--- src/design/commit_pkg.sv ---
// Commit path definitions
package commit_pkg;

    // ----------------------------------------
    // Widths
    // ----------------------------------------

    // Data and address width of the retiring stream
    localparam int unsigned XLEN = 32;

    // ----------------------------------------
    // Flush window
    // ----------------------------------------

    // Cycles flush stays asserted before the redirect
    localparam int unsigned FLUSH_CYCLES = 4;

    // Counter width able to hold the full window
    localparam int unsigned FLUSH_CNT_W = $clog2(FLUSH_CYCLES + 1);

    // Load value for the flush down-counter
    localparam logic [FLUSH_CNT_W-1:0] FLUSH_LOAD = FLUSH_CNT_W'(FLUSH_CYCLES);

    // ----------------------------------------
    // Operations
    // ----------------------------------------

    // What a retiring instruction asks of the commit stage
    typedef enum logic [1:0] {
        // Plain retire, no side effect besides counting
        OP_NONE      = 2'd0,
        // Read the addressed CSR
        OP_CSR_READ  = 2'd1,
        // Write the addressed CSR
        OP_CSR_WRITE = 2'd2,
        // Return from trap, redirect to mepc
        OP_ERET      = 2'd3
    } commit_op_e;

endpackage

--- src/design/csr_pkg.sv ---
// Machine CSR definitions
package csr_pkg;

    // ----------------------------------------
    // Addresses
    // ----------------------------------------

    localparam int unsigned CSR_ADDR_W = 12;

    // Machine trap handling
    localparam logic [CSR_ADDR_W-1:0] CSR_MSCRATCH = 12'h340;
    localparam logic [CSR_ADDR_W-1:0] CSR_MEPC     = 12'h341;
    localparam logic [CSR_ADDR_W-1:0] CSR_MCAUSE   = 12'h342;
    localparam logic [CSR_ADDR_W-1:0] CSR_MTVEC    = 12'h305;

    // Counters, read only from the commit stream
    localparam logic [CSR_ADDR_W-1:0] CSR_MINSTRET = 12'hB02;
    localparam logic [CSR_ADDR_W-1:0] CSR_MEXCNT   = 12'hB03;

    // ----------------------------------------
    // Exception causes
    // ----------------------------------------

    localparam int unsigned CAUSE_W = 4;

    // Illegal instruction, also used for bad CSR accesses
    localparam logic [CAUSE_W-1:0] CAUSE_ILLEGAL = 4'd2;

    // ----------------------------------------
    // Reset values
    // ----------------------------------------

    // Trap vector out of reset
    localparam logic [31:0] RESET_MTVEC = 32'h0000_0100;

endpackage

--- src/design/commit_ctrl_fsm.sv ---
// Commit controller
`timescale 1ns/100ps

module commit_ctrl_fsm (
    input  logic                         clk_i,
    input  logic                         rst_ni,
    // Incoming commit request
    input  logic                         commit_valid_i,
    input  commit_pkg::commit_op_e       commit_op_i,
    input  logic                         commit_ex_valid_i,
    input  logic [csr_pkg::CAUSE_W-1:0]  commit_ex_cause_i,
    output logic                         commit_ready_o,
    // CSR file side
    input  logic                         csr_illegal_i,
    output logic                         retire_o,
    output logic                         trap_o,
    output logic [csr_pkg::CAUSE_W-1:0]  trap_cause_o,
    input  logic [commit_pkg::XLEN-1:0]  mtvec_i,
    input  logic [commit_pkg::XLEN-1:0]  mepc_i,
    // Flush timer
    output logic                         timer_start_o,
    input  logic                         timer_done_i,
    // Pipeline control
    output logic                         flush_o,
    output logic                         set_pc_o,
    output logic [commit_pkg::XLEN-1:0]  next_pc_o
);

    typedef enum logic [1:0] {
        RUN,
        FLUSH,
        REDIRECT
    } state_e;

    state_e                      state_q;
    state_e                      state_d;
    logic                        accept;
    logic                        take_trap;
    logic                        take_eret;
    logic [commit_pkg::XLEN-1:0] target_q;

    // ----------------------------------------
    // Acceptance and trap decision
    // ----------------------------------------

    // Only take new work while running
    assign commit_ready_o = (state_q == RUN);
    assign accept         = commit_valid_i & commit_ready_o;

    // Upstream exception wins over a bad CSR access
    assign take_trap = accept & (commit_ex_valid_i | csr_illegal_i);
    assign take_eret = accept & ~take_trap & (commit_op_i == commit_pkg::OP_ERET);

    assign retire_o      = accept & ~take_trap;
    assign trap_o        = take_trap;
    assign trap_cause_o  = commit_ex_valid_i ? commit_ex_cause_i : csr_pkg::CAUSE_ILLEGAL;
    assign timer_start_o = take_trap | take_eret;

    // ----------------------------------------
    // State sequencing
    // ----------------------------------------

    always_comb begin
        state_d = state_q;
        case (state_q)
            RUN: begin
                if (timer_start_o) begin
                    state_d = FLUSH;
                end
            end
            FLUSH: begin
                // Timer flags the last flush cycle
                if (timer_done_i) begin
                    state_d = REDIRECT;
                end
            end
            REDIRECT: state_d = RUN;
            default:  state_d = RUN;
        endcase
    end

    always_ff @(posedge clk_i or negedge rst_ni) begin
        if (!rst_ni) begin
            state_q <= RUN;
        end else begin
            state_q <= state_d;
        end
    end

    // Redirect target, sampled when the flush starts
    always_ff @(posedge clk_i) begin
        if (take_trap) begin
            target_q <= mtvec_i;
        end else if (take_eret) begin
            target_q <= mepc_i;
        end
    end

    assign flush_o   = (state_q == FLUSH);
    assign set_pc_o  = (state_q == REDIRECT);
    assign next_pc_o = target_q;

endmodule

--- src/design/flush_timer.sv ---
// Flush window timer
`timescale 1ns/100ps

module flush_timer (
    input  logic clk_i,
    input  logic rst_ni,
    input  logic start_i,
    output logic done_o
);

    logic [commit_pkg::FLUSH_CNT_W-1:0] count_q;

    // Load the full window on start, then count down and park at zero
    always_ff @(posedge clk_i or negedge rst_ni) begin
        if (!rst_ni) begin
            count_q <= '0;
        end else if (start_i) begin
            count_q <= commit_pkg::FLUSH_LOAD;
        end else if (count_q != '0) begin
            count_q <= count_q - 1'b1;
        end
    end

    // High while the final count is held, i.e. the last flush cycle
    assign done_o = (count_q == {{(commit_pkg::FLUSH_CNT_W-1){1'b0}}, 1'b1});

endmodule

--- src/design/csr_regfile.sv ---
// Machine CSR file
`timescale 1ns/100ps

module csr_regfile (
    input  logic                           clk_i,
    input  logic                           rst_ni,
    // From the controller
    input  logic                           retire_i,
    input  logic                           trap_i,
    input  commit_pkg::commit_op_e         op_i,
    input  logic [csr_pkg::CSR_ADDR_W-1:0] addr_i,
    input  logic [commit_pkg::XLEN-1:0]    wdata_i,
    input  logic [commit_pkg::XLEN-1:0]    pc_i,
    input  logic [csr_pkg::CAUSE_W-1:0]    cause_i,
    output logic                           csr_illegal_o,
    // Counter read path
    input  logic [commit_pkg::XLEN-1:0]    cnt_rdata_i,
    // Trap targets
    output logic [commit_pkg::XLEN-1:0]    mtvec_o,
    output logic [commit_pkg::XLEN-1:0]    mepc_o,
    // Read response
    output logic [commit_pkg::XLEN-1:0]    rdata_o,
    output logic                           rdata_valid_o
);

    logic [commit_pkg::XLEN-1:0] mscratch_q;
    logic [commit_pkg::XLEN-1:0] mepc_q;
    logic [commit_pkg::XLEN-1:0] mcause_q;
    logic [commit_pkg::XLEN-1:0] mtvec_q;
    logic [commit_pkg::XLEN-1:0] rdata_mux;
    logic                        addr_known;
    logic                        addr_is_cnt;
    logic                        is_csr_op;
    logic                        csr_we;
    logic                        csr_re;

    // ----------------------------------------
    // Address decode and read mux
    // ----------------------------------------

    always_comb begin
        addr_known  = 1'b1;
        addr_is_cnt = 1'b0;
        rdata_mux   = '0;
        case (addr_i)
            csr_pkg::CSR_MSCRATCH: rdata_mux = mscratch_q;
            csr_pkg::CSR_MEPC:     rdata_mux = mepc_q;
            csr_pkg::CSR_MCAUSE:   rdata_mux = mcause_q;
            csr_pkg::CSR_MTVEC:    rdata_mux = mtvec_q;
            csr_pkg::CSR_MINSTRET,
            csr_pkg::CSR_MEXCNT: begin
                // Counters live in perf_counters
                addr_is_cnt = 1'b1;
                rdata_mux   = cnt_rdata_i;
            end
            default: addr_known = 1'b0;
        endcase
    end

    assign is_csr_op = (op_i == commit_pkg::OP_CSR_READ) | (op_i == commit_pkg::OP_CSR_WRITE);

    // Unknown address, or an attempt to write a counter
    assign csr_illegal_o = is_csr_op &
                           (~addr_known | (addr_is_cnt & (op_i == commit_pkg::OP_CSR_WRITE)));

    // Retire already excludes trapping instructions
    assign csr_we = retire_i & (op_i == commit_pkg::OP_CSR_WRITE);
    assign csr_re = retire_i & (op_i == commit_pkg::OP_CSR_READ);

    // ----------------------------------------
    // Register state
    // ----------------------------------------

    always_ff @(posedge clk_i or negedge rst_ni) begin
        if (!rst_ni) begin
            mscratch_q <= '0;
            mepc_q     <= '0;
            mcause_q   <= '0;
            mtvec_q    <= csr_pkg::RESET_MTVEC;
        end else if (trap_i) begin
            // Save the faulting pc and its cause
            mepc_q   <= pc_i;
            mcause_q <= {{(commit_pkg::XLEN-csr_pkg::CAUSE_W){1'b0}}, cause_i};
        end else if (csr_we) begin
            case (addr_i)
                csr_pkg::CSR_MSCRATCH: mscratch_q <= wdata_i;
                csr_pkg::CSR_MEPC:     mepc_q     <= wdata_i;
                csr_pkg::CSR_MCAUSE:   mcause_q   <= wdata_i;
                // Vector base is word aligned
                csr_pkg::CSR_MTVEC:    mtvec_q    <= {wdata_i[commit_pkg::XLEN-1:2], 2'b00};
                default: ;
            endcase
        end
    end

    // Read response one cycle after the retire
    always_ff @(posedge clk_i or negedge rst_ni) begin
        if (!rst_ni) begin
            rdata_valid_o <= 1'b0;
        end else begin
            rdata_valid_o <= csr_re;
        end
    end

    always_ff @(posedge clk_i) begin
        if (csr_re) begin
            rdata_o <= rdata_mux;
        end
    end

    assign mtvec_o = mtvec_q;
    assign mepc_o  = mepc_q;

endmodule

--- src/design/perf_counters.sv ---
// Retire and exception counters
`timescale 1ns/100ps

module perf_counters (
    input  logic                           clk_i,
    input  logic                           rst_ni,
    input  logic                           retire_i,
    input  logic                           trap_i,
    input  logic [csr_pkg::CSR_ADDR_W-1:0] addr_i,
    output logic [commit_pkg::XLEN-1:0]    cnt_rdata_o
);

    logic [commit_pkg::XLEN-1:0] minstret_q;
    logic [commit_pkg::XLEN-1:0] mexcnt_q;

    // ----------------------------------------
    // Counting
    // ----------------------------------------

    // Same edge as the CSR update, so a read sees the old count
    always_ff @(posedge clk_i or negedge rst_ni) begin
        if (!rst_ni) begin
            minstret_q <= '0;
            mexcnt_q   <= '0;
        end else begin
            if (retire_i) begin
                minstret_q <= minstret_q + 1'b1;
            end
            if (trap_i) begin
                mexcnt_q <= mexcnt_q + 1'b1;
            end
        end
    end

    // ----------------------------------------
    // Read select
    // ----------------------------------------

    always_comb begin
        case (addr_i)
            csr_pkg::CSR_MINSTRET: cnt_rdata_o = minstret_q;
            csr_pkg::CSR_MEXCNT:   cnt_rdata_o = mexcnt_q;
            default:               cnt_rdata_o = '0;
        endcase
    end

endmodule

--- src/design/commit_unit.sv ---
// Commit unit top level
`timescale 1ns/100ps

module commit_unit (
    input  logic                           clk_i,
    input  logic                           rst_ni,
    // Commit handshake
    input  logic                           commit_valid_i,
    output logic                           commit_ready_o,
    input  logic [commit_pkg::XLEN-1:0]    commit_pc_i,
    input  commit_pkg::commit_op_e         commit_op_i,
    input  logic                           commit_ex_valid_i,
    input  logic [csr_pkg::CAUSE_W-1:0]    commit_ex_cause_i,
    input  logic [csr_pkg::CSR_ADDR_W-1:0] commit_csr_addr_i,
    input  logic [commit_pkg::XLEN-1:0]    commit_wdata_i,
    // CSR read response
    output logic [commit_pkg::XLEN-1:0]    csr_rdata_o,
    output logic                           csr_rdata_valid_o,
    // Pipeline control
    output logic                           flush_o,
    output logic                           set_pc_o,
    output logic [commit_pkg::XLEN-1:0]    next_pc_o
);

    logic                        retire;
    logic                        trap;
    logic [csr_pkg::CAUSE_W-1:0] trap_cause;
    logic                        csr_illegal;
    logic [commit_pkg::XLEN-1:0] mtvec;
    logic [commit_pkg::XLEN-1:0] mepc;
    logic [commit_pkg::XLEN-1:0] cnt_rdata;
    logic                        timer_start;
    logic                        timer_done;

    // ----------------------------------------
    // Controller and flush timer
    // ----------------------------------------

    commit_ctrl_fsm i_commit_ctrl_fsm (
        .clk_i             ( clk_i             ),
        .rst_ni            ( rst_ni            ),
        .commit_valid_i    ( commit_valid_i    ),
        .commit_op_i       ( commit_op_i       ),
        .commit_ex_valid_i ( commit_ex_valid_i ),
        .commit_ex_cause_i ( commit_ex_cause_i ),
        .commit_ready_o    ( commit_ready_o    ),
        .csr_illegal_i     ( csr_illegal       ),
        .retire_o          ( retire            ),
        .trap_o            ( trap              ),
        .trap_cause_o      ( trap_cause        ),
        .mtvec_i           ( mtvec             ),
        .mepc_i            ( mepc              ),
        .timer_start_o     ( timer_start       ),
        .timer_done_i      ( timer_done        ),
        .flush_o           ( flush_o           ),
        .set_pc_o          ( set_pc_o          ),
        .next_pc_o         ( next_pc_o         )
    );

    flush_timer i_flush_timer (
        .clk_i   ( clk_i       ),
        .rst_ni  ( rst_ni      ),
        .start_i ( timer_start ),
        .done_o  ( timer_done  )
    );

    // ----------------------------------------
    // CSR file and counters
    // ----------------------------------------

    csr_regfile i_csr_regfile (
        .clk_i         ( clk_i             ),
        .rst_ni        ( rst_ni            ),
        .retire_i      ( retire            ),
        .trap_i        ( trap              ),
        .op_i          ( commit_op_i       ),
        .addr_i        ( commit_csr_addr_i ),
        .wdata_i       ( commit_wdata_i    ),
        .pc_i          ( commit_pc_i       ),
        .cause_i       ( trap_cause        ),
        .csr_illegal_o ( csr_illegal       ),
        .cnt_rdata_i   ( cnt_rdata         ),
        .mtvec_o       ( mtvec             ),
        .mepc_o        ( mepc              ),
        .rdata_o       ( csr_rdata_o       ),
        .rdata_valid_o ( csr_rdata_valid_o )
    );

    perf_counters i_perf_counters (
        .clk_i       ( clk_i             ),
        .rst_ni      ( rst_ni            ),
        .retire_i    ( retire            ),
        .trap_i      ( trap              ),
        .addr_i      ( commit_csr_addr_i ),
        .cnt_rdata_o ( cnt_rdata         )
    );

endmodule

--- config.mk ---
export PLATFORM = sky130hd
export DESIGN_NAME = commit_unit
export DESIGN_NICKNAME = d
export VERILOG_FILES = /design/src/design/commit_pkg.sv /design/src/design/csr_pkg.sv /design/src/design/commit_ctrl_fsm.sv /design/src/design/flush_timer.sv /design/src/design/csr_regfile.sv /design/src/design/perf_counters.sv /design/src/design/commit_unit.sv
export SDC_FILE = /design/constraint.sdc
export NUM_CORES = 1
export LEC_CHECK = 0
export ABC_AREA = 1
export BUFFER_PORTS_ARGS = -buffer_cell sky130_fd_sc_hd__buf_4
export CORE_UTILIZATION = 45
export CTS_BUF_LIST = sky130_fd_sc_hd__clkbuf_4
export DETAILED_ROUTE_END_ITERATION = 7
export PLACE_DENSITY = 0.67
export SYNTH_ARGS = -nofsm -noshare
export SYNTH_HDL_FRONTEND = slang
export SYNTH_SLANG_ARGS = --single-unit
--- constraint.sdc ---
create_clock -name clk_i -period 3.06 [get_ports clk_i]
set_clock_uncertainty 0.2 [all_clocks]
set_input_delay 0.612 -clock clk_i [delete_from_list [all_inputs] [get_ports clk_i]]
set_output_delay 0.612 -clock clk_i [all_outputs]
set_load 0.02 [all_outputs]
==> results.sh <==
export IMPL_slew_headroom=0.543
export IMPL_holdCritStartpoint="commit_wdata_i[21]"
export IMPL_rsz0062_at_grt="no"
export IMPL_cts_setup_buffers=0
export IMPL_tns_ns=0
export IMPL_synth_largest_area_cell="dfrtp_1"
export IMPL_report_final_slew_viol_count=0
export IMPL_overflow=0
export IMPL_setup_worst_path_start_class="register"
export IMPL_synth_main_ff_cell="dfrtp_1"
export IMPL_ys_top_cells_by_count="nand2_1, dfrtp_1, inv_1"
export IMPL_yosys_warnings=0
export IMPL_whs_endpoint="i_csr_regfile.mtvec_o[21]$_DFFE_PN0P_"
export IMPL_route_detailed_drc=0
export IMPL_dieArea_sq_um=29700
export IMPL_clk_latency_ns=0.68
export IMPL_post_synth_top_count_cell="nand2_1"
export IMPL_setup_violations=0
export IMPL_cp_data_required_time_ns=3.41
export IMPL_syn_cell_area_sq_um=13000
export IMPL_io_buffer_count=153
export IMPL_r2r_start="i_perf_counters.mexcnt_q[0]$_DFFE_PN0P_"
export IMPL_drtIter0Drc=960
export IMPL_grt_antenna_before_repair=1
export IMPL_min_period_over_period=0.784
export IMPL_critPathKind="reg -> reg"
export IMPL_hold_depth=3
export IMPL_cts_buffer_depth=3
export IMPL_synth_top_area_frac=0.374
export IMPL_drive_gt1_frac=0.190
export IMPL_cp_end_kind="register"
export IMPL_dieHeight_um=172
export IMPL_grt_max_degree=63
export IMPL_gp_congestion=1.01
export IMPL_cts_buffers=70
export IMPL_reg2reg_depth=12
export IMPL_finalWirelength_um=40800
export IMPL_root_buffer="clkbuf_4"
export IMPL_status="finished clean"
export IMPL_async_reset_ff_frac=0.754
export IMPL_worstPathArrival_ns=2.74
export IMPL_drt_vias_per_instance=5.35
export IMPL_max_vdd_ir_drop_mv=0.432
export IMPL_io_pins=154
export IMPL_ys_types=43
export IMPL_row_count=61
export IMPL_r2r_slack_ns=0.66
export IMPL_vias=11937
export IMPL_fp_dieW_um=172
export IMPL_drv_cap=0
export IMPL_fmax_mhz=417
export IMPL_start_util=0.463
export IMPL_netlist_instances=1551
export IMPL_yosysSeqAreaShare=0.523
export IMPL_leakagePower_nw=7.52
export IMPL_hold_ws_ns=0.0421
export IMPL_power_density_nw_per_um2=646
export IMPL_h_tree_depth=3
export IMPL_reg2reg_to="i_perf_counters.mexcnt_q[14]$_DFFE_PN0P_"
export IMPL_area_growth_pct=24.8
export IMPL_layout_min_cycle_time_ns=2.40
export IMPL_clock_sinks=260
export IMPL_hold_viol=0
export IMPL_avgSynthCellArea_sq_um=8.41
export IMPL_grt_pass1_vias=11727
export IMPL_critPathMaxFanout=4
export IMPL_nets=1892
export IMPL_postRouteAntennaNets=0
export IMPL_utilization=0.578
export IMPL_first_pass_iters=6
export IMPL_ys_ff_latch=260
export IMPL_clkTransAtPathRegs_ns=0.06
export IMPL_synth_edf_count=64
export IMPL_track_usage=0.286
export IMPL_synth_nets=1645
export IMPL_grt_pass1_wl_um=63800
export IMPL_ctsResizeCount=0
export IMPL_cts_tree="yes"
export IMPL_worstMarginPinSlew_ns=0.679
export IMPL_hp_class="in -> reg"
export IMPL_post_drt_wl_per_cell_um=18.3
export IMPL_core_area_sq_um=28200
export IMPL_dp_hpwl_um=29500
export IMPL_synthTopCellsByArea="dfrtp_1, edfxtp_1, nand2_1, inv_1, o21ai_0"
registers in the layout, summed over array words and instances (netlist names):
signal,cells
i_commit_ctrl_fsm.state_q,2
i_csr_regfile.mtvec_o,30
i_csr_regfile.mscratch_q,32
i_commit_ctrl_fsm.next_pc_o,32
i_csr_regfile.rdata_o,32
i_flush_timer.count_q,3
i_csr_regfile.rdata_valid_o,1
i_perf_counters.mexcnt_q,32
i_csr_regfile.mcause_q,32
i_perf_counters.minstret_q,32
i_csr_regfile.mepc_o,32
placed cells by master (no fill, tap or decap), drive strengths merged, types with 19 or more instances in the layout:
cell	instances
edfxtp	64
xor2	61
a221oi	23
o21ai	156
o221ai	30
nor3	30
clkbuf	106
dlygate4sd3	33
nand3	105
nand2	475
buf	213
inv	178
nor2	93
dfrtp	195
nor4	19
kinds of logic (layout without fill, tap and decap cells):
kind of cell / count (synthesis) / in the layout / synth area share
fa+ha+maj: 8 / 8 / 0.00767
compound gates: 235 / 235 / 0.111
xor+xnor: 61 / 61 / 0.0410
buf+inv: 247 / 546 / 0.0764
flops: 260 / 260 / 0.523
simple gates: 740 / 740 / 0.240
other cells: 0 / 2 / 0
how the worst max path moves through the flow:
stage | from | endpoint | slack (ns) | cells past startpoint
6_report | i_perf_counters.mexcnt_q[0]$_DFFE_PN0P_ | i_perf_counters.mexcnt_q[14]$_DFFE_PN0P_ | 0.66 | 12
5_1_grt | i_commit_ctrl_fsm.state_q[1]$_DFFE_PN0P_ | i_csr_regfile.mepc_o[24]$_DFFE_PN0P_ | 0.41 | 10
4_1_cts | i_perf_counters.mexcnt_q[0]$_DFFE_PN0P_ | i_perf_counters.mexcnt_q[14]$_DFFE_PN0P_ | 0.68 | 12
3_5_place_dp | commit_csr_addr_i[5] | i_csr_regfile.mepc_o[21]$_DFFE_PN0P_ | 0.01 | 15
3_3_place_gp | commit_csr_addr_i[5] | i_commit_ctrl_fsm.next_pc_o[1]$_SDFFCE_PP0P_ | 0.09 | 11
2_1_floorplan | commit_csr_addr_i[9] | i_commit_ctrl_fsm.next_pc_o[0]$_SDFFCE_PP0P_ | 0.20 | 11
cell type report:
class                   instances  area (sq um)
fillers                      2572         11900
repair buffers                247          2180
inverters                     175           657
clock inverters                19           108
clock buffers                 105           788
diodes                          2          5.00
well taps                     378           473
flip-flops and latches        260          6830
multi-input cells            1044          5240
power breakdown:
group	total [mW]	internal (mW)	switching, mW	leakage, nW
logic	2.64	0.943	1.70	3.79
registers	4.73	4.25	0.485	3.19
clock network	3.14	1.66	1.49	0.537
per-stage QoR:
stage	cell area, sq um	setup WS [ns]	total power [mW]	instances
floorplan	13100	0.201	6.29	1551
global placement	15000	0.0870	7.30	2071
detailed placement	15000	0.0125	7.37	2071
CTS	16300	0.677	10.6	2228
global route	16300	0.411	11.1	2230
finish	16300	0.662	10.5	2230
what timing repair did:
item                                    in CTS  in global routing
endpoints found under the setup margin       0                  0
hold endpoints to repair                   101                  0
hold buffers                                33                  0
metal layers:
metal	GRT usage	routed length [um]	vias to the layer above
met2	0.462	19300	500
met5	0	0	-
met3	0.0579	3340	72
met1	0.383	17200	5709
met4	0.0962	997	0
li1	-	-	5656
critical path: stages, from the launching register on:
cell     delay [ns]
dfrtp_1        0.42
ha_1           0.18
inv_1          0.09
nor2_1         0.16
inv_1          0.11
nor2_1         0.10
inv_1          0.11
nor2_1         0.10
inv_1          0.08
or3_1          0.34
nor2_1         0.20
nand2_1        0.09
xor2_1         0.14
Power figures use the tool's default switching activity.
